--- src/axi_pkg.sv ---
package axi_pkg;

   // field widths of the AXI3 master port
   localparam int unsigned ADDR_W  = 32;
   localparam int unsigned DATA_W  = 32;
   localparam int unsigned STRB_W  = DATA_W / 8;
   localparam int unsigned RESP_W  = 2;
   localparam int unsigned ID_W    = 4;
   localparam int unsigned LEN_W   = 4;
   localparam int unsigned SIZE_W  = 3;
   localparam int unsigned BURST_W = 2;
   localparam int unsigned LOCK_W  = 2;
   localparam int unsigned CACHE_W = 4;
   localparam int unsigned PROT_W  = 3;

   typedef logic [ADDR_W-1:0]  addr_t;
   typedef logic [DATA_W-1:0]  data_t;
   typedef logic [STRB_W-1:0]  strb_t;
   typedef logic [RESP_W-1:0]  resp_t;
   typedef logic [ID_W-1:0]    id_t;
   typedef logic [LEN_W-1:0]   len_t;
   typedef logic [SIZE_W-1:0]  size_t;
   typedef logic [BURST_W-1:0] burst_t;
   typedef logic [LOCK_W-1:0]  lock_t;
   typedef logic [CACHE_W-1:0] cache_t;
   typedef logic [PROT_W-1:0]  prot_t;

   // single outstanding transaction so one id per direction
   localparam id_t    AR_ID       = '0;
   localparam id_t    AW_ID       = '0;
   // one beat per burst, AXI3 len counts beats minus one
   localparam len_t   BEAT_LEN    = '0;
   // 4 bytes per beat
   localparam size_t  BEAT_SIZE   = 3'd2;
   localparam burst_t BURST_INCR  = 2'd1;
   // normal access, no exclusive or locked
   localparam lock_t  LOCK_NORMAL = '0;
   // device non-bufferable
   localparam cache_t CACHE_NONE  = '0;
   // unprivileged secure data access
   localparam prot_t  PROT_NONE   = '0;
   localparam resp_t  RESP_OKAY   = 2'b00;

   // shared by AR and AW
   typedef struct packed {
      id_t    id;
      addr_t  addr;
      len_t   len;
      size_t  size;
      burst_t burst;
      lock_t  lock;
      cache_t cache;
      prot_t  prot;
   } axi_addr_t;

   typedef struct packed {
      data_t data;
      strb_t strb;
      logic  last;
   } axi_w_t;

   typedef struct packed {
      id_t   id;
      data_t data;
      resp_t resp;
      logic  last;
   } axi_r_t;

   typedef struct packed {
      id_t   id;
      resp_t resp;
   } axi_b_t;

endpackage
--- src/bridge_pkg.sv ---
package bridge_pkg;

   // data port request payload
   // held by the core until addr_ok
   typedef struct packed {
      axi_pkg::addr_t addr;
      axi_pkg::data_t wdata;
      // byte enables, bit 0 is the lowest byte lane
      axi_pkg::strb_t wstrb;
   } cpu_req_t;

   // response returned with the ok pulse
   typedef struct packed {
      // read word, zero for stores
      axi_pkg::data_t rdata;
      // any non-OKAY AXI response
      logic           bus_err;
   } cpu_rsp_t;

   // which port won the grant
   typedef enum logic [1:0] {
      XFER_FETCH = 2'd0,
      XFER_LOAD  = 2'd1,
      XFER_STORE = 2'd2
   } xfer_kind_e;

   // transaction state
   // read_busy covers both fetch and load
   typedef enum logic [1:0] {
      ST_IDLE       = 2'd0,
      ST_READ_BUSY  = 2'd1,
      ST_WRITE_BUSY = 2'd2
   } bridge_state_e;

endpackage

--- src/cpu_axi_bridge.sv ---
`timescale 1ns/100ps

module cpu_axi_bridge (
   input  logic                  aclk,
   input  logic                  arst_n,
   // fetch port
   input  logic                  inst_req,
   input  axi_pkg::addr_t        inst_addr,
   output logic                  inst_addr_ok,
   output logic                  inst_valid,
   output bridge_pkg::cpu_rsp_t  inst_rsp,
   // data port
   input  logic                  data_req,
   input  logic                  data_wr,
   input  bridge_pkg::cpu_req_t  data_req_bus,
   output logic                  data_addr_ok,
   output logic                  data_data_ok,
   output bridge_pkg::cpu_rsp_t  data_rsp,
   // AXI3 read
   output axi_pkg::axi_addr_t    ar,
   output logic                  arvalid,
   input  logic                  arready,
   input  axi_pkg::axi_r_t       r,
   input  logic                  rvalid,
   output logic                  rready,
   // AXI3 write
   output axi_pkg::axi_addr_t    aw,
   output logic                  awvalid,
   input  logic                  awready,
   output axi_pkg::axi_w_t       w,
   output logic                  wvalid,
   input  logic                  wready,
   input  axi_pkg::axi_b_t       b,
   input  logic                  bvalid,
   output logic                  bready
);

   // controller to read channel
   logic                 rd_start;
   axi_pkg::addr_t       rd_addr;
   logic                 busy_rd;
   logic                 rd_done;
   bridge_pkg::cpu_rsp_t rd_rsp;
   // controller to write channel
   logic                 wr_start;
   bridge_pkg::cpu_req_t wr_req;
   logic                 wr_done;
   bridge_pkg::cpu_rsp_t wr_rsp;

   bridge_ctrl u_ctrl (
      .aclk         (aclk),
      .arst_n       (arst_n),
      .inst_req     (inst_req),
      .inst_addr    (inst_addr),
      .inst_addr_ok (inst_addr_ok),
      .inst_valid   (inst_valid),
      .inst_rsp     (inst_rsp),
      .data_req     (data_req),
      .data_wr      (data_wr),
      .data_req_bus (data_req_bus),
      .data_addr_ok (data_addr_ok),
      .data_data_ok (data_data_ok),
      .data_rsp     (data_rsp),
      .rd_start     (rd_start),
      .rd_addr      (rd_addr),
      .busy_rd      (busy_rd),
      .rd_done      (rd_done),
      .rd_rsp       (rd_rsp),
      .wr_start     (wr_start),
      .wr_req       (wr_req),
      .wr_done      (wr_done),
      .wr_rsp       (wr_rsp)
   );

   axi_read_chan u_rd (
      .aclk     (aclk),
      .arst_n   (arst_n),
      .rd_start (rd_start),
      .rd_addr  (rd_addr),
      .busy_rd  (busy_rd),
      .ar       (ar),
      .arvalid  (arvalid),
      .arready  (arready),
      .r        (r),
      .rvalid   (rvalid),
      .rready   (rready),
      .rd_done  (rd_done),
      .rd_rsp   (rd_rsp)
   );

   axi_write_chan u_wr (
      .aclk     (aclk),
      .arst_n   (arst_n),
      .wr_start (wr_start),
      .wr_req   (wr_req),
      .aw       (aw),
      .awvalid  (awvalid),
      .awready  (awready),
      .w        (w),
      .wvalid   (wvalid),
      .wready   (wready),
      .b        (b),
      .bvalid   (bvalid),
      .bready   (bready),
      .wr_done  (wr_done),
      .wr_rsp   (wr_rsp)
   );

endmodule

--- src/axi_write_chan.sv ---
`timescale 1ns/100ps

module axi_write_chan (
   input  logic                  aclk,
   input  logic                  arst_n,
   // from controller
   input  logic                  wr_start,
   input  bridge_pkg::cpu_req_t  wr_req,
   // AW channel
   output axi_pkg::axi_addr_t    aw,
   output logic                  awvalid,
   input  logic                  awready,
   // W channel
   output axi_pkg::axi_w_t       w,
   output logic                  wvalid,
   input  logic                  wready,
   // B channel
   input  axi_pkg::axi_b_t       b,
   input  logic                  bvalid,
   output logic                  bready,
   // back to controller
   output logic                  wr_done,
   output bridge_pkg::cpu_rsp_t  wr_rsp
);

   bridge_pkg::cpu_req_t req_q;
   logic                 awvalid_q;
   logic                 wvalid_q;
   // handshake seen on each channel
   logic                 aw_sent_q;
   logic                 w_sent_q;

   // address, data and strobe for the whole write
   always_ff @(posedge aclk) begin
      if (wr_start) begin
         req_q <= wr_req;
      end
   end

   // AW and W run independently
   // the slave may take either one first
   always_ff @(posedge aclk or negedge arst_n) begin
      if (!arst_n) begin
         awvalid_q <= 1'b0;
         wvalid_q  <= 1'b0;
         aw_sent_q <= 1'b0;
         w_sent_q  <= 1'b0;
      end else if (wr_start) begin
         awvalid_q <= 1'b1;
         wvalid_q  <= 1'b1;
         aw_sent_q <= 1'b0;
         w_sent_q  <= 1'b0;
      end else if (wr_done) begin
         // write response closes the transaction
         aw_sent_q <= 1'b0;
         w_sent_q  <= 1'b0;
      end else begin
         if (awvalid_q && awready) begin
            awvalid_q <= 1'b0;
            aw_sent_q <= 1'b1;
         end
         if (wvalid_q && wready) begin
            wvalid_q <= 1'b0;
            w_sent_q <= 1'b1;
         end
      end
   end

   // fixed single-beat word write
   always_comb begin
      aw.id    = axi_pkg::AW_ID;
      aw.addr  = req_q.addr;
      aw.len   = axi_pkg::BEAT_LEN;
      aw.size  = axi_pkg::BEAT_SIZE;
      aw.burst = axi_pkg::BURST_INCR;
      aw.lock  = axi_pkg::LOCK_NORMAL;
      aw.cache = axi_pkg::CACHE_NONE;
      aw.prot  = axi_pkg::PROT_NONE;
   end

   // only beat is also the last
   assign w.data = req_q.wdata;
   assign w.strb = req_q.wstrb;
   assign w.last = 1'b1;

   assign awvalid = awvalid_q;
   assign wvalid  = wvalid_q;

   // response only once address and data are both through
   assign bready  = aw_sent_q & w_sent_q;
   assign wr_done = bvalid & bready;

   // stores return no data
   assign wr_rsp.rdata   = '0;
   assign wr_rsp.bus_err = (b.resp != axi_pkg::RESP_OKAY);

endmodule

--- src/axi_read_chan.sv ---
`timescale 1ns/100ps

module axi_read_chan (
   input  logic                  aclk,
   input  logic                  arst_n,
   // from controller
   input  logic                  rd_start,
   input  axi_pkg::addr_t        rd_addr,
   input  logic                  busy_rd,
   // AR channel
   output axi_pkg::axi_addr_t    ar,
   output logic                  arvalid,
   input  logic                  arready,
   // R channel
   input  axi_pkg::axi_r_t       r,
   input  logic                  rvalid,
   output logic                  rready,
   // back to controller
   output logic                  rd_done,
   output bridge_pkg::cpu_rsp_t  rd_rsp
);

   axi_pkg::addr_t araddr_q;
   logic           arvalid_q;

   // address held for the whole AR handshake
   always_ff @(posedge aclk) begin
      if (rd_start) begin
         araddr_q <= rd_addr;
      end
   end

   // rd_start     _-____
   // arvalid_q    __--__
   // arready      ___-__
   always_ff @(posedge aclk or negedge arst_n) begin
      if (!arst_n) begin
         arvalid_q <= 1'b0;
      end else if (rd_start) begin
         arvalid_q <= 1'b1;
      end else if (arvalid_q && arready) begin
         arvalid_q <= 1'b0;
      end
   end

   // fixed single-beat word read
   always_comb begin
      ar.id    = axi_pkg::AR_ID;
      ar.addr  = araddr_q;
      ar.len   = axi_pkg::BEAT_LEN;
      ar.size  = axi_pkg::BEAT_SIZE;
      ar.burst = axi_pkg::BURST_INCR;
      ar.lock  = axi_pkg::LOCK_NORMAL;
      ar.cache = axi_pkg::CACHE_NONE;
      ar.prot  = axi_pkg::PROT_NONE;
   end

   assign arvalid = arvalid_q;

   // accept read data only while a read is outstanding
   assign rready = busy_rd;

   // single beat so the first R handshake ends the transfer
   assign rd_done = rvalid & rready;

   // SLVERR and DECERR both map to a bus error
   assign rd_rsp.rdata   = r.data;
   assign rd_rsp.bus_err = (r.resp != axi_pkg::RESP_OKAY);

endmodule

--- src/bridge_ctrl.sv ---
`timescale 1ns/100ps

module bridge_ctrl (
   input  logic                  aclk,
   input  logic                  arst_n,
   // fetch port
   input  logic                  inst_req,
   input  axi_pkg::addr_t        inst_addr,
   output logic                  inst_addr_ok,
   output logic                  inst_valid,
   output bridge_pkg::cpu_rsp_t  inst_rsp,
   // data port
   input  logic                  data_req,
   input  logic                  data_wr,
   input  bridge_pkg::cpu_req_t  data_req_bus,
   output logic                  data_addr_ok,
   output logic                  data_data_ok,
   output bridge_pkg::cpu_rsp_t  data_rsp,
   // read channel
   output logic                  rd_start,
   output axi_pkg::addr_t        rd_addr,
   output logic                  busy_rd,
   input  logic                  rd_done,
   input  bridge_pkg::cpu_rsp_t  rd_rsp,
   // write channel
   output logic                  wr_start,
   output bridge_pkg::cpu_req_t  wr_req,
   input  logic                  wr_done,
   input  bridge_pkg::cpu_rsp_t  wr_rsp
);

   bridge_pkg::bridge_state_e state_q;
   bridge_pkg::bridge_state_e state_d;
   bridge_pkg::xfer_kind_e    kind_q;
   bridge_pkg::xfer_kind_e    kind_d;
   logic                      idle;
   logic                      accept;
   logic                      fin;
   bridge_pkg::cpu_rsp_t      fin_rsp;

   // grant only while nothing is in flight
   assign idle = (state_q == bridge_pkg::ST_IDLE);

   // store beats load beats fetch
   // any data request masks the fetch port
   assign data_addr_ok = idle & data_req;
   assign inst_addr_ok = idle & inst_req & ~data_req;
   assign accept       = data_addr_ok | inst_addr_ok;

   always_comb begin
      if (data_req) begin
         kind_d = data_wr ? bridge_pkg::XFER_STORE : bridge_pkg::XFER_LOAD;
      end else begin
         kind_d = bridge_pkg::XFER_FETCH;
      end
   end

   // done pulse from whichever channel is active
   assign fin = ((state_q == bridge_pkg::ST_READ_BUSY) & rd_done) |
                ((state_q == bridge_pkg::ST_WRITE_BUSY) & wr_done);
   assign fin_rsp = (state_q == bridge_pkg::ST_WRITE_BUSY) ? wr_rsp : rd_rsp;

   always_comb begin
      state_d = state_q;
      case (state_q)
         bridge_pkg::ST_IDLE: begin
            if (accept) begin
               state_d = (kind_d == bridge_pkg::XFER_STORE) ? bridge_pkg::ST_WRITE_BUSY
                                                            : bridge_pkg::ST_READ_BUSY;
            end
         end
         bridge_pkg::ST_READ_BUSY: begin
            if (rd_done) begin
               state_d = bridge_pkg::ST_IDLE;
            end
         end
         bridge_pkg::ST_WRITE_BUSY: begin
            if (wr_done) begin
               state_d = bridge_pkg::ST_IDLE;
            end
         end
         default: state_d = bridge_pkg::ST_IDLE;
      endcase
   end

   always_ff @(posedge aclk or negedge arst_n) begin
      if (!arst_n) begin
         state_q      <= bridge_pkg::ST_IDLE;
         kind_q       <= bridge_pkg::XFER_FETCH;
         rd_start     <= 1'b0;
         wr_start     <= 1'b0;
         inst_valid   <= 1'b0;
         data_data_ok <= 1'b0;
      end else begin
         state_q  <= state_d;
         // start pulses are one cycle after addr_ok
         rd_start <= accept & (kind_d != bridge_pkg::XFER_STORE);
         wr_start <= accept & (kind_d == bridge_pkg::XFER_STORE);
         if (accept) begin
            kind_q <= kind_d;
         end
         // ok pulse lands on the same edge that returns to idle
         inst_valid   <= fin & (kind_q == bridge_pkg::XFER_FETCH);
         data_data_ok <= fin & (kind_q != bridge_pkg::XFER_FETCH);
      end
   end

   // payload registers
   always_ff @(posedge aclk) begin
      if (accept) begin
         rd_addr <= data_req ? data_req_bus.addr : inst_addr;
      end
      if (accept && kind_d == bridge_pkg::XFER_STORE) begin
         wr_req <= data_req_bus;
      end
      if (fin && kind_q == bridge_pkg::XFER_FETCH) begin
         inst_rsp <= fin_rsp;
      end
      if (fin && kind_q != bridge_pkg::XFER_FETCH) begin
         data_rsp <= fin_rsp;
      end
   end

   // opens rready in the read channel
   assign busy_rd = (state_q == bridge_pkg::ST_READ_BUSY);

endmodule

--- config.mk ---
export PLATFORM = sky130hd
export DESIGN_NAME = cpu_axi_bridge
export DESIGN_NICKNAME = d
export VERILOG_FILES = /design/src/axi_pkg.sv /design/src/bridge_pkg.sv /design/src/cpu_axi_bridge.sv /design/src/axi_write_chan.sv /design/src/axi_read_chan.sv /design/src/bridge_ctrl.sv
export SDC_FILE = /design/constraint.sdc
export NUM_CORES = 1
export LEC_CHECK = 0
export BUFFER_PORTS_ARGS = -buffer_cell sky130_fd_sc_hd__buf_2
export CAP_MARGIN = 30
export CORE_AREA = 5 5 188 190
export DETAILED_ROUTE_END_ITERATION = 8
export DIE_AREA = 0 0 193 195
export SYNTH_ARGS = -nofsm -noshare
export SYNTH_HDL_FRONTEND = slang
export SYNTH_SLANG_ARGS = --single-unit
--- constraint.sdc ---
create_clock -name aclk -period 2.95 [get_ports aclk]
set_input_delay 0.4425 -clock aclk [delete_from_list [all_inputs] [get_ports aclk]]
set_output_delay 0.4425 -clock aclk [all_outputs]
set_load 0.02 [all_outputs]
==> impl_metrics.ini, run 1 <==
[logic_synthesis]
synth_edf_count = 266
ys.flop_type = edfxtp_1
yosysTopAreaCellShare_pct = 84.1
yosysUniqueCellTypes = 26
yosys.area.top_type = edfxtp_1
yosysWarnings = 0
ys_seq_elements = 279
synth.avg_cell_area_um2 = 21.9
netlist_top_cells_area = edfxtp_1 (84%), mux2_1 (3.8%), buf_4 (3.7%)
syn-instance-count = 434
syn_area_um2 = 9500
yosysSeqAreaShare_pct = 87.5
async_flop_share_pct = 4.66

[cells_and_area]
layout_commonest_cell = buf_2
final_cells = 1260
final_util_pct = 37.8
final_cell_mix = buf_2 (320), edfxtp_1 (266), conb_1 (45)
fillCellCount = 3120
drive_gt1_share_pct = 47.3
area_growth_syn_to_layout_pct = 32.5
fin_nets = 942

[power]
p_sw_share_pct = 27.7
pwr-share-seq_pct = 49.4
p_int_mw = 8.11
p_per_area_nw_per_um2 = 891
p_leak_nw = 4.93
power_frac_comb_pct = 17.3
clock_power_share_pct = 33.3
peakVddDrop_mv = 0.542
p_switching_mw = 3.11

[place]
gp_congestion = 0.755
port_buffers = 320
dp.cells = 1201
post-dp-hpwl_um = 16000

[floorplanning]
die-area_um2 = 37600
ios = 375
die-width_um = 193
coreArea_um2 = 33300
rows = 67
start_util_pct = 28.5
die_h_um = 195

[setup_path]
cp.required_ns = 2.51
crit_type = reg -> out
setup.worst_path.end_class = output pin
cp_max_fo = 6
startpoint_type = register
cp.arrival_ns = 1.54

[drt]
routedWlPerCell_um = 18.0
dr.pass1.iters = 6
wl_met1_um = 8520
highest_layer = met5
wl_met3_um = 1810
antenna_left = 0
vias_per_cell = 3.90
drtIter0Drc = 180
drc = 0
drt-total-wl_um = 22600
met2WireLength_um = 11600
via_count = 4908

[clock_network]
numCtsBuffers = 30
ctsHtreeMaxLevel = 1
ctsResizeCount = 0
cts_tree = yes
clockRootBuffer = clkbuf_16
clk_pin_slew_ns = 0.06
clock-sinks = 279
hold_buffers = 1
clockBufferDepth = 3
postCtsSetupRepairBufs = 0
worstSkewPairLatency_ns = 0.55

[timing]
hold_violations = 0
fmax_ghz = 0.505
slew_headroom_pct = 64.9
finClkSkew_ns = 0.0186
finalCriticalPeriod_ns = 1.98
whs_ns = 0.0716
final_max_slew_viol_count = 0
setup_tns_ns = 0
worst_pin_slew_ns = 0.527
finalCritPeriodShare_pct = 67.1
setup_viol = 0
rsz0062_at_grt = no

[grt]
grt_pass1_wl_um = 32200
grt_overflow = 0
grt_usage_pct = 11.3
grt_pass1_vias = 5087
grt_antenna_before_repair = 2
grt_max_degree = 62

[min_path]
worstHoldPathType = in -> reg

[outcome]
status = completed

[job]
drv_cap = 0
-- power groups by stage --
| stage | Clock, mW | Sequential, mW | Combinational, mW |
|---|---|---|---|
| 5_1_grt | 4.03 | 5.62 | 2.10 |
| 2_1_floorplan | 0 | 6.18 | 0.565 |
| 3_3_place_gp | 0 | 5.75 | 1.81 |
| 3_5_place_dp | 0 | 5.71 | 1.91 |
| 4_1_cts | 3.86 | 5.63 | 1.91 |
| 6_report | 3.73 | 5.54 | 1.94 |
-- worst paths after layout --
kind	slack [ns]	end	start	depth (start not counted)
setup / recovery	0.97	data_addr_ok	u_ctrl.state_q[1]$_DFFE_PN0P_	3
hold / removal	0.07	u_ctrl.wr_req[19]$_DFFE_PP_	data_req_bus[19]	1
setup reg to reg	1.11	u_ctrl.wr_req[39]$_DFFE_PP_	u_ctrl.state_q[1]$_DFFE_PN0P_	3
hold reg to reg	0.41	u_rd.araddr_q[23]$_DFFE_PP_	u_ctrl.rd_addr[23]$_DFFE_PN_	0
max in group asynchronous	2.38	u_ctrl.rd_start$_DFF_PN0_	arst_n	2
min in group asynchronous	0.30	u_ctrl.wr_start$_DFF_PN0_	arst_n	2
-- cell type report --
class / instances / area [µm²] / area share, %
timing repair buffer: 330 / 1740 / 13.8
clock inverter: 14 / 171 / 1.36
clock buffer: 42 / 826 / 6.56
multi-input combinational: 142 / 963 / 7.65
sequential: 279 / 8320 / 66.1
inverter: 4 / 15.0 / 0.119
tap: 448 / 561 / 4.45
antenna: 1 / 2.50 / 0.0199
-- cells by family after synthesis --
group           count (synthesis)  synth area share, %
other cells                     2               0.0790
compound gates                 12                 1.00
flops                         279                 87.5
buf+inv                        56                 4.27
mux                            32                 3.79
simple gates                   53                 3.37
-- cell usage after synthesis, types with 2 or more instances --
| cell | instances |
|---|---|
| and3_1 | 2 |
| buf_2 | 3 |
| a21oi_1 | 3 |
| dfrtp_1 | 13 |
| mux2_1 | 32 |
| conb_1 | 2 |
| nor3_1 | 3 |
| inv_1 | 4 |
| buf_6 | 2 |
| buf_4 | 47 |
| nand2_1 | 2 |
| a21o_1 | 4 |
| nor2_1 | 6 |
| and2_1 | 34 |
| edfxtp_1 | 266 |
-- metrics by stage --
stage / total power, mW / cell area (µm²) / worst slack, ns
5_1_grt: 11.7 / 12600 / 0.885
4_1_cts: 11.4 / 12600 / 0.939
6_report: 11.2 / 12600 / 0.972
2_1_floorplan: 6.74 / 9660 / 0.181
3_5_place_dp: 7.62 / 11600 / 1.04
3_3_place_gp: 7.56 / 11500 / 1.07
-- state kept, by name, summed over array words and instances, names as in the netlist, 2 cells and up --
signal and flops:
u_ctrl.data_rsp 33, u_ctrl.inst_rsp 33, u_ctrl.kind_q 2, u_ctrl.rd_addr 32, u_ctrl.state_q 2, u_ctrl.wr_req 68
u_rd.araddr_q 32, u_wr.aw 32, u_wr.w 36
-- worst max-delay path, stage by stage, from the launching register on --
cell     delay [ns]
dfrtp_1        0.45
nor2_1         0.21
and2_4         0.17
buf_2          0.16
-- layer usage --
layer	track usage (%)	vias to the layer above
met5	0	-
met2	19.9	216
li1	-	2271
met1	13.2	2370
met4	3.59	2
met3	3.18	49
Note: power is estimated with default switching activity, not from simulation.
==> inputs of run 2 (changes only) <==
==> constraint.sdc (replaced) <==
create_clock -name aclk -period 2.1 [get_ports aclk]
set_input_delay 0.315 -clock aclk [delete_from_list [all_inputs] [get_ports aclk]]
set_output_delay 0.315 -clock aclk [all_outputs]
set_load 0.02 [all_outputs]
==> impl_metrics.ini, run 2 (same netlist as run 1, synthesis figures left out) <==
[drt]
drt-total-wl_um = 23000
wl_met3_um = 2160
vias_per_cell = 3.89
met2WireLength_um = 11900
routedWlPerCell_um = 17.3
via_count = 5173
antenna_left = 0
highest_layer = met5
drtIter0Drc = 195
drc = 0
wl_met1_um = 8500
dr.pass1.iters = 4

[timing]
slew_headroom_pct = 64.1
rsz0062_at_grt = no
setup_viol = 0
worst_pin_slew_ns = 0.539
fmax_ghz = 0.543
finalCritPeriodShare_pct = 87.7
final_max_slew_viol_count = 0
hold_violations = 0
finClkSkew_ns = 0.0102
finalCriticalPeriod_ns = 1.84
fin_ws_ns = 0.258
setup_tns_ns = 0

[place]
gp_congestion = 0.716
place_worst_setup_slack_ns = 0.433
post-dp-hpwl_um = 16100
port_buffers = 320
post_dp_cell_area_um2 = 11600

[floorplanning]
start_util_pct = 28.5
die-width_um = 193
die_h_um = 195
die-area_um2 = 37600
coreArea_um2 = 33300
ios = 375
rows = 67

[clock_network]
worstSkewPairLatency_ns = 0.54
clock-sinks = 279
cts_tree = yes
clockBufferDepth = 3
postCtsSetupRepairBufs = 0
clockRootBuffer = clkbuf_16
clk_pin_slew_ns = 0.06
numCtsBuffers = 30
ctsHtreeMaxLevel = 1

[power]
peakVddDrop_mv = 0.632
p_leak_nw = 5.19
total_power_mw = 15.7
p_per_area_nw_per_um2 = 1180

[setup_path]
reg2reg_setup_slack_ns = 0.46
r2r-end = u_ctrl.wr_req[31]$_DFFE_PP_
reg2reg_depth = 3
cp.required_ns = 1.78
startpoint_type = register
cp_max_fo = 6
setup.worst_path.end_class = output pin
crit_type = reg -> out
cp.arrival_ns = 1.53
r2r-start = u_ctrl.state_q[1]$_DFFE_PN0P_

[cells_and_area]
drive_gt1_share_pct = 43.5
top_register = u_ctrl.wr_req
final_cell_mix = buf_2 (320), edfxtp_1 (266), dlygate4sd3_1 (69)
largest_register_ffs = 68
fin_nets = 1012
area_growth_syn_to_layout_pct = 39.6
fin_area_um2 = 13300
layout_commonest_cell = buf_2
final_util_pct = 39.8

[min_path]
worstHoldPathType = in -> reg
min_path_cells = 3
hold_path_end = u_rd.arvalid$_DFFE_PN0P_
hold_start = arready

[grt]
grt_pass1_wl_um = 32900
grt_overflow = 0
grt_antenna_before_repair = 3
grt_usage_pct = 11.4
grt_pass1_vias = 5434
grt_max_degree = 38

[job]
drv_cap = 0

[outcome]
status = completed
-- run 2: cell count changes in the layout (fill, tap and decap cells not counted), sizes merged, moves of 2 or more --
cell	previous run	this run
buf	329	331
clkbuf	42	40
clkinv	9	11
clkinvlp	0	2
dlygate4sd3	1	69
inv	6	4
-- run 2: report_power, final --
group	total (mW)	switching [mW]	internal, mW	leakage (nW)
registers	7.86	0.392	7.47	2.62
logic	2.78	1.88	0.900	2.12
clock network	5.02	2.10	2.92	0.451
-- run 2: stage by stage --
stage	hold WS (ns)	instances
2_1_floorplan	0.0194	477
4_1_cts	0.0129	1328
5_1_grt	0.0115	1329
6_report	0.0446	1329
3_5_place_dp	0.242	1204
3_3_place_gp	0.236	1204
-- run 2: area by class of cell --
class | instances | area (µm²)
diodes | 1 | 2.50
clock buffers | 40 | 798
clock inverters | 15 | 146
fillers | 3087 | 20000
inverters | 4 | 15.0
multi-input cells | 142 | 968
flip-flops and latches | 279 | 8320
well taps | 448 | 561
repair buffers | 400 | 2450
-- run 2: worst max path at each step --
stage	startpoint	to	slack (ns)	cells after the start
finish	u_ctrl.state_q[1]$_DFFE_PN0P_	inst_addr_ok	0.26	2
global route	u_ctrl.state_q[1]$_DFFE_PN0P_	inst_addr_ok	0.14	2
CTS	u_ctrl.state_q[1]$_DFFE_PN0P_	inst_addr_ok	0.21	2
detailed placement	u_ctrl.state_q[1]$_DFFE_PN0P_	u_ctrl.wr_req[1]$_DFFE_PP_	0.43	3
global placement	u_ctrl.state_q[1]$_DFFE_PN0P_	u_ctrl.wr_req[31]$_DFFE_PP_	0.44	3
floorplan	u_ctrl.state_q[1]$_DFFE_PN0P_	u_ctrl.data_rsp[0]$_DFFE_PP_	-0.02	3
-- run 2: timing repair --
item,in CTS,in global routing
endpoints found under the hold margin,81,0
hold buffers,69,0
gates resized for setup,0,0
-- run 2: metal layers --
| layer | vias up | GRT usage [%] |
|---|---|---|
| met4 | 4 | 2.96 |
| met5 | - | 0 |
| met3 | 36 | 3.50 |
| li1 | 2418 | - |
| met1 | 2503 | 13.1 |
| met2 | 212 | 20.5 |
-- run 2: worst max-delay path, stage by stage, from the launching register on --
cell and delay (ns):
dfrtp_2 0.46, nor4b_1 0.31, buf_2 0.22
==> inputs of run 3 (changes only) <==
--- a/config.mk
+++ b/config.mk
@@ -10,6 +10,7 @@
 export CORE_AREA = 5 5 188 190
 export DETAILED_ROUTE_END_ITERATION = 8
 export DIE_AREA = 0 0 193 195
+export PLACE_DENSITY_LB_ADDON = 0.3
 export SYNTH_ARGS = -nofsm -noshare
 export SYNTH_HDL_FRONTEND = slang
 export SYNTH_SLANG_ARGS = --single-unit
==> impl_metrics.ini, run 3 (same netlist as run 1, synthesis figures left out) <==
[outcome]
status = completed

[cells_and_area]
layout_commonest_cell = buf_2
final_util_pct = 40.9
largest_register_ffs = 68
seqCellArea_um2 = 8320
drive_gt1_share_pct = 43.0
multi_input_area_um2 = 983
fin_area_um2 = 13600
final_cell_mix = buf_2 (320), edfxtp_1 (266), dlygate4sd3_1 (87)
fillCellCount = 3025
area_growth_syn_to_layout_pct = 43.3
fin_nets = 1034
top_register = u_ctrl.wr_req

[power]
peakVddDrop_mv = 0.691
p_leak_nw = 5.35
p_per_area_nw_per_um2 = 1200

[min_path]
hold_path_end = u_ctrl.rd_addr[18]$_DFFE_PN_
hold_start = inst_addr[18]
worstHoldPathType = in -> reg
min_path_cells = 2

[timing]
worst_pin_slew_ns = 0.505
whs_ns = 0.0351
rsz0062_at_grt = no
slew_headroom_pct = 66.3
setup_viol = 0
finalCriticalPeriod_ns = 1.96
setup_tns_ns = 0
finClkSkew_ns = 0.0145
fmax_ghz = 0.511
finalCritPeriodShare_pct = 93.2
hold_violations = 0
final_max_slew_viol_count = 0

[clock_network]
clockBufferDepth = 3
clockRootBuffer = clkbuf_16
clk_pin_slew_ns = 0.06
clock-sinks = 279
ctsHtreeMaxLevel = 1
numCtsBuffers = 31
worstSkewPairLatency_ns = 0.57
cts_tree = yes

[setup_path]
r2r-end = u_ctrl.inst_rsp[5]$_DFFE_PP_
reg2reg_depth = 4
startpoint_type = register
crit_type = reg -> out
cp.arrival_ns = 1.64
cp.required_ns = 1.78
setup.worst_path.end_class = output pin
r2r-start = u_ctrl.state_q[0]$_DFFE_PN0P_
reg2reg_setup_slack_ns = 0.44
cp_max_fo = 6
cp-startpoint = u_ctrl.state_q[1]$_DFFE_PN0P_

[place]
gp_congestion = 0.724
post_dp_cell_area_um2 = 11700
port_buffers = 320
post-dp-hpwl_um = 16700

[grt]
grt_max_degree = 37
grtUsageMet1_pct = 13.2
grt_antenna_before_repair = 4
met2_usage_pct = 20.8
grt_pass1_wl_um = 34400
grt_pass1_vias = 5835
grt_usage_pct = 12.0
grt_most_used_layer = met2
grt_overflow = 0
grt_use_met3_pct = 5.84

[drt]
dr.pass1.iters = 4
drt-total-wl_um = 24000
drc = 0
antenna_left = 0
drtIter0Drc = 149
vias_per_cell = 3.97
routedWlPerCell_um = 17.7
via_count = 5379

[floorplanning]
die-width_um = 193
die-area_um2 = 37600
rows = 67
ios = 375
start_util_pct = 28.5
coreArea_um2 = 33300
die_h_um = 195

[job]
drv_cap = 0
## run 3: cell count changes in the layout (fill, tap and decap cells not counted), sizes merged
cell         before  now
clkinv           11    8
clkinvlp          2    1
dlygate4sd3      69   87
bufinv            2    5
inv               4    8
diode             1    3
buf             331  334
## run 3: report_power, final
| part | total, mW | leakage (nW) | internal [mW] | switching (mW) |
|---|---|---|---|---|
| clock network | 5.55 | 0.508 | 3.38 | 2.17 |
| logic | 2.93 | 2.22 | 0.952 | 1.98 |
| registers | 7.79 | 2.62 | 7.47 | 0.323 |
## run 3: worst max-delay path by stage
stage | cells past startpoint | to | slack (ns)
CTS | 3 | inst_addr_ok | 0.02
floorplan | 3 | u_ctrl.data_rsp[0]$_DFFE_PP_ | -0.02
finish | 3 | inst_addr_ok | 0.14
global placement | 5 | u_ctrl.inst_rsp[4]$_DFFE_PP_ | 0.39
global route | 3 | inst_addr_ok | 0.01
detailed placement | 5 | u_ctrl.inst_rsp[9]$_DFFE_PP_ | 0.40
## run 3: cell type report
class                   count  share of cell area [%]
clock inverters            18                    1.73
clock buffers              40                    6.02
repair buffers            421                    19.7
flip-flops and latches    279                    61.1
diodes                      3                  0.0551
well taps                 448                    4.12
multi-input cells         142                    7.22
inverters                   4                   0.110
## run 3: what timing repair did
action,CTS,global route
setup endpoints to repair,1,1
gates resized for setup,1,1
hold endpoints to repair,103,0
hold buffers,87,0
setup buffers,0,0
## run 3: stage by stage
step                      power [mW]  setup WS [ns]  std cells
after floorplan                 9.48        -0.0208        477
after global placement          10.8          0.386       1207
after detailed placement        10.8          0.404       1207
after CTS                       16.6         0.0245       1352
after global routing            17.1         0.0143       1353
final                           16.3          0.142       1355
## run 3: critical path: stages, from the launching register on
cell and delay [ns]:
dfrtp_2 0.47, nor4b_4 0.28, buf_4 0.16, buf_2 0.16
## run 3: layer usage
layer  vias up  wire, µm
li1       2466         -
met1      2565      8760
met5         -        39
met4         6       459
met3        38      3240
met2       304     11500
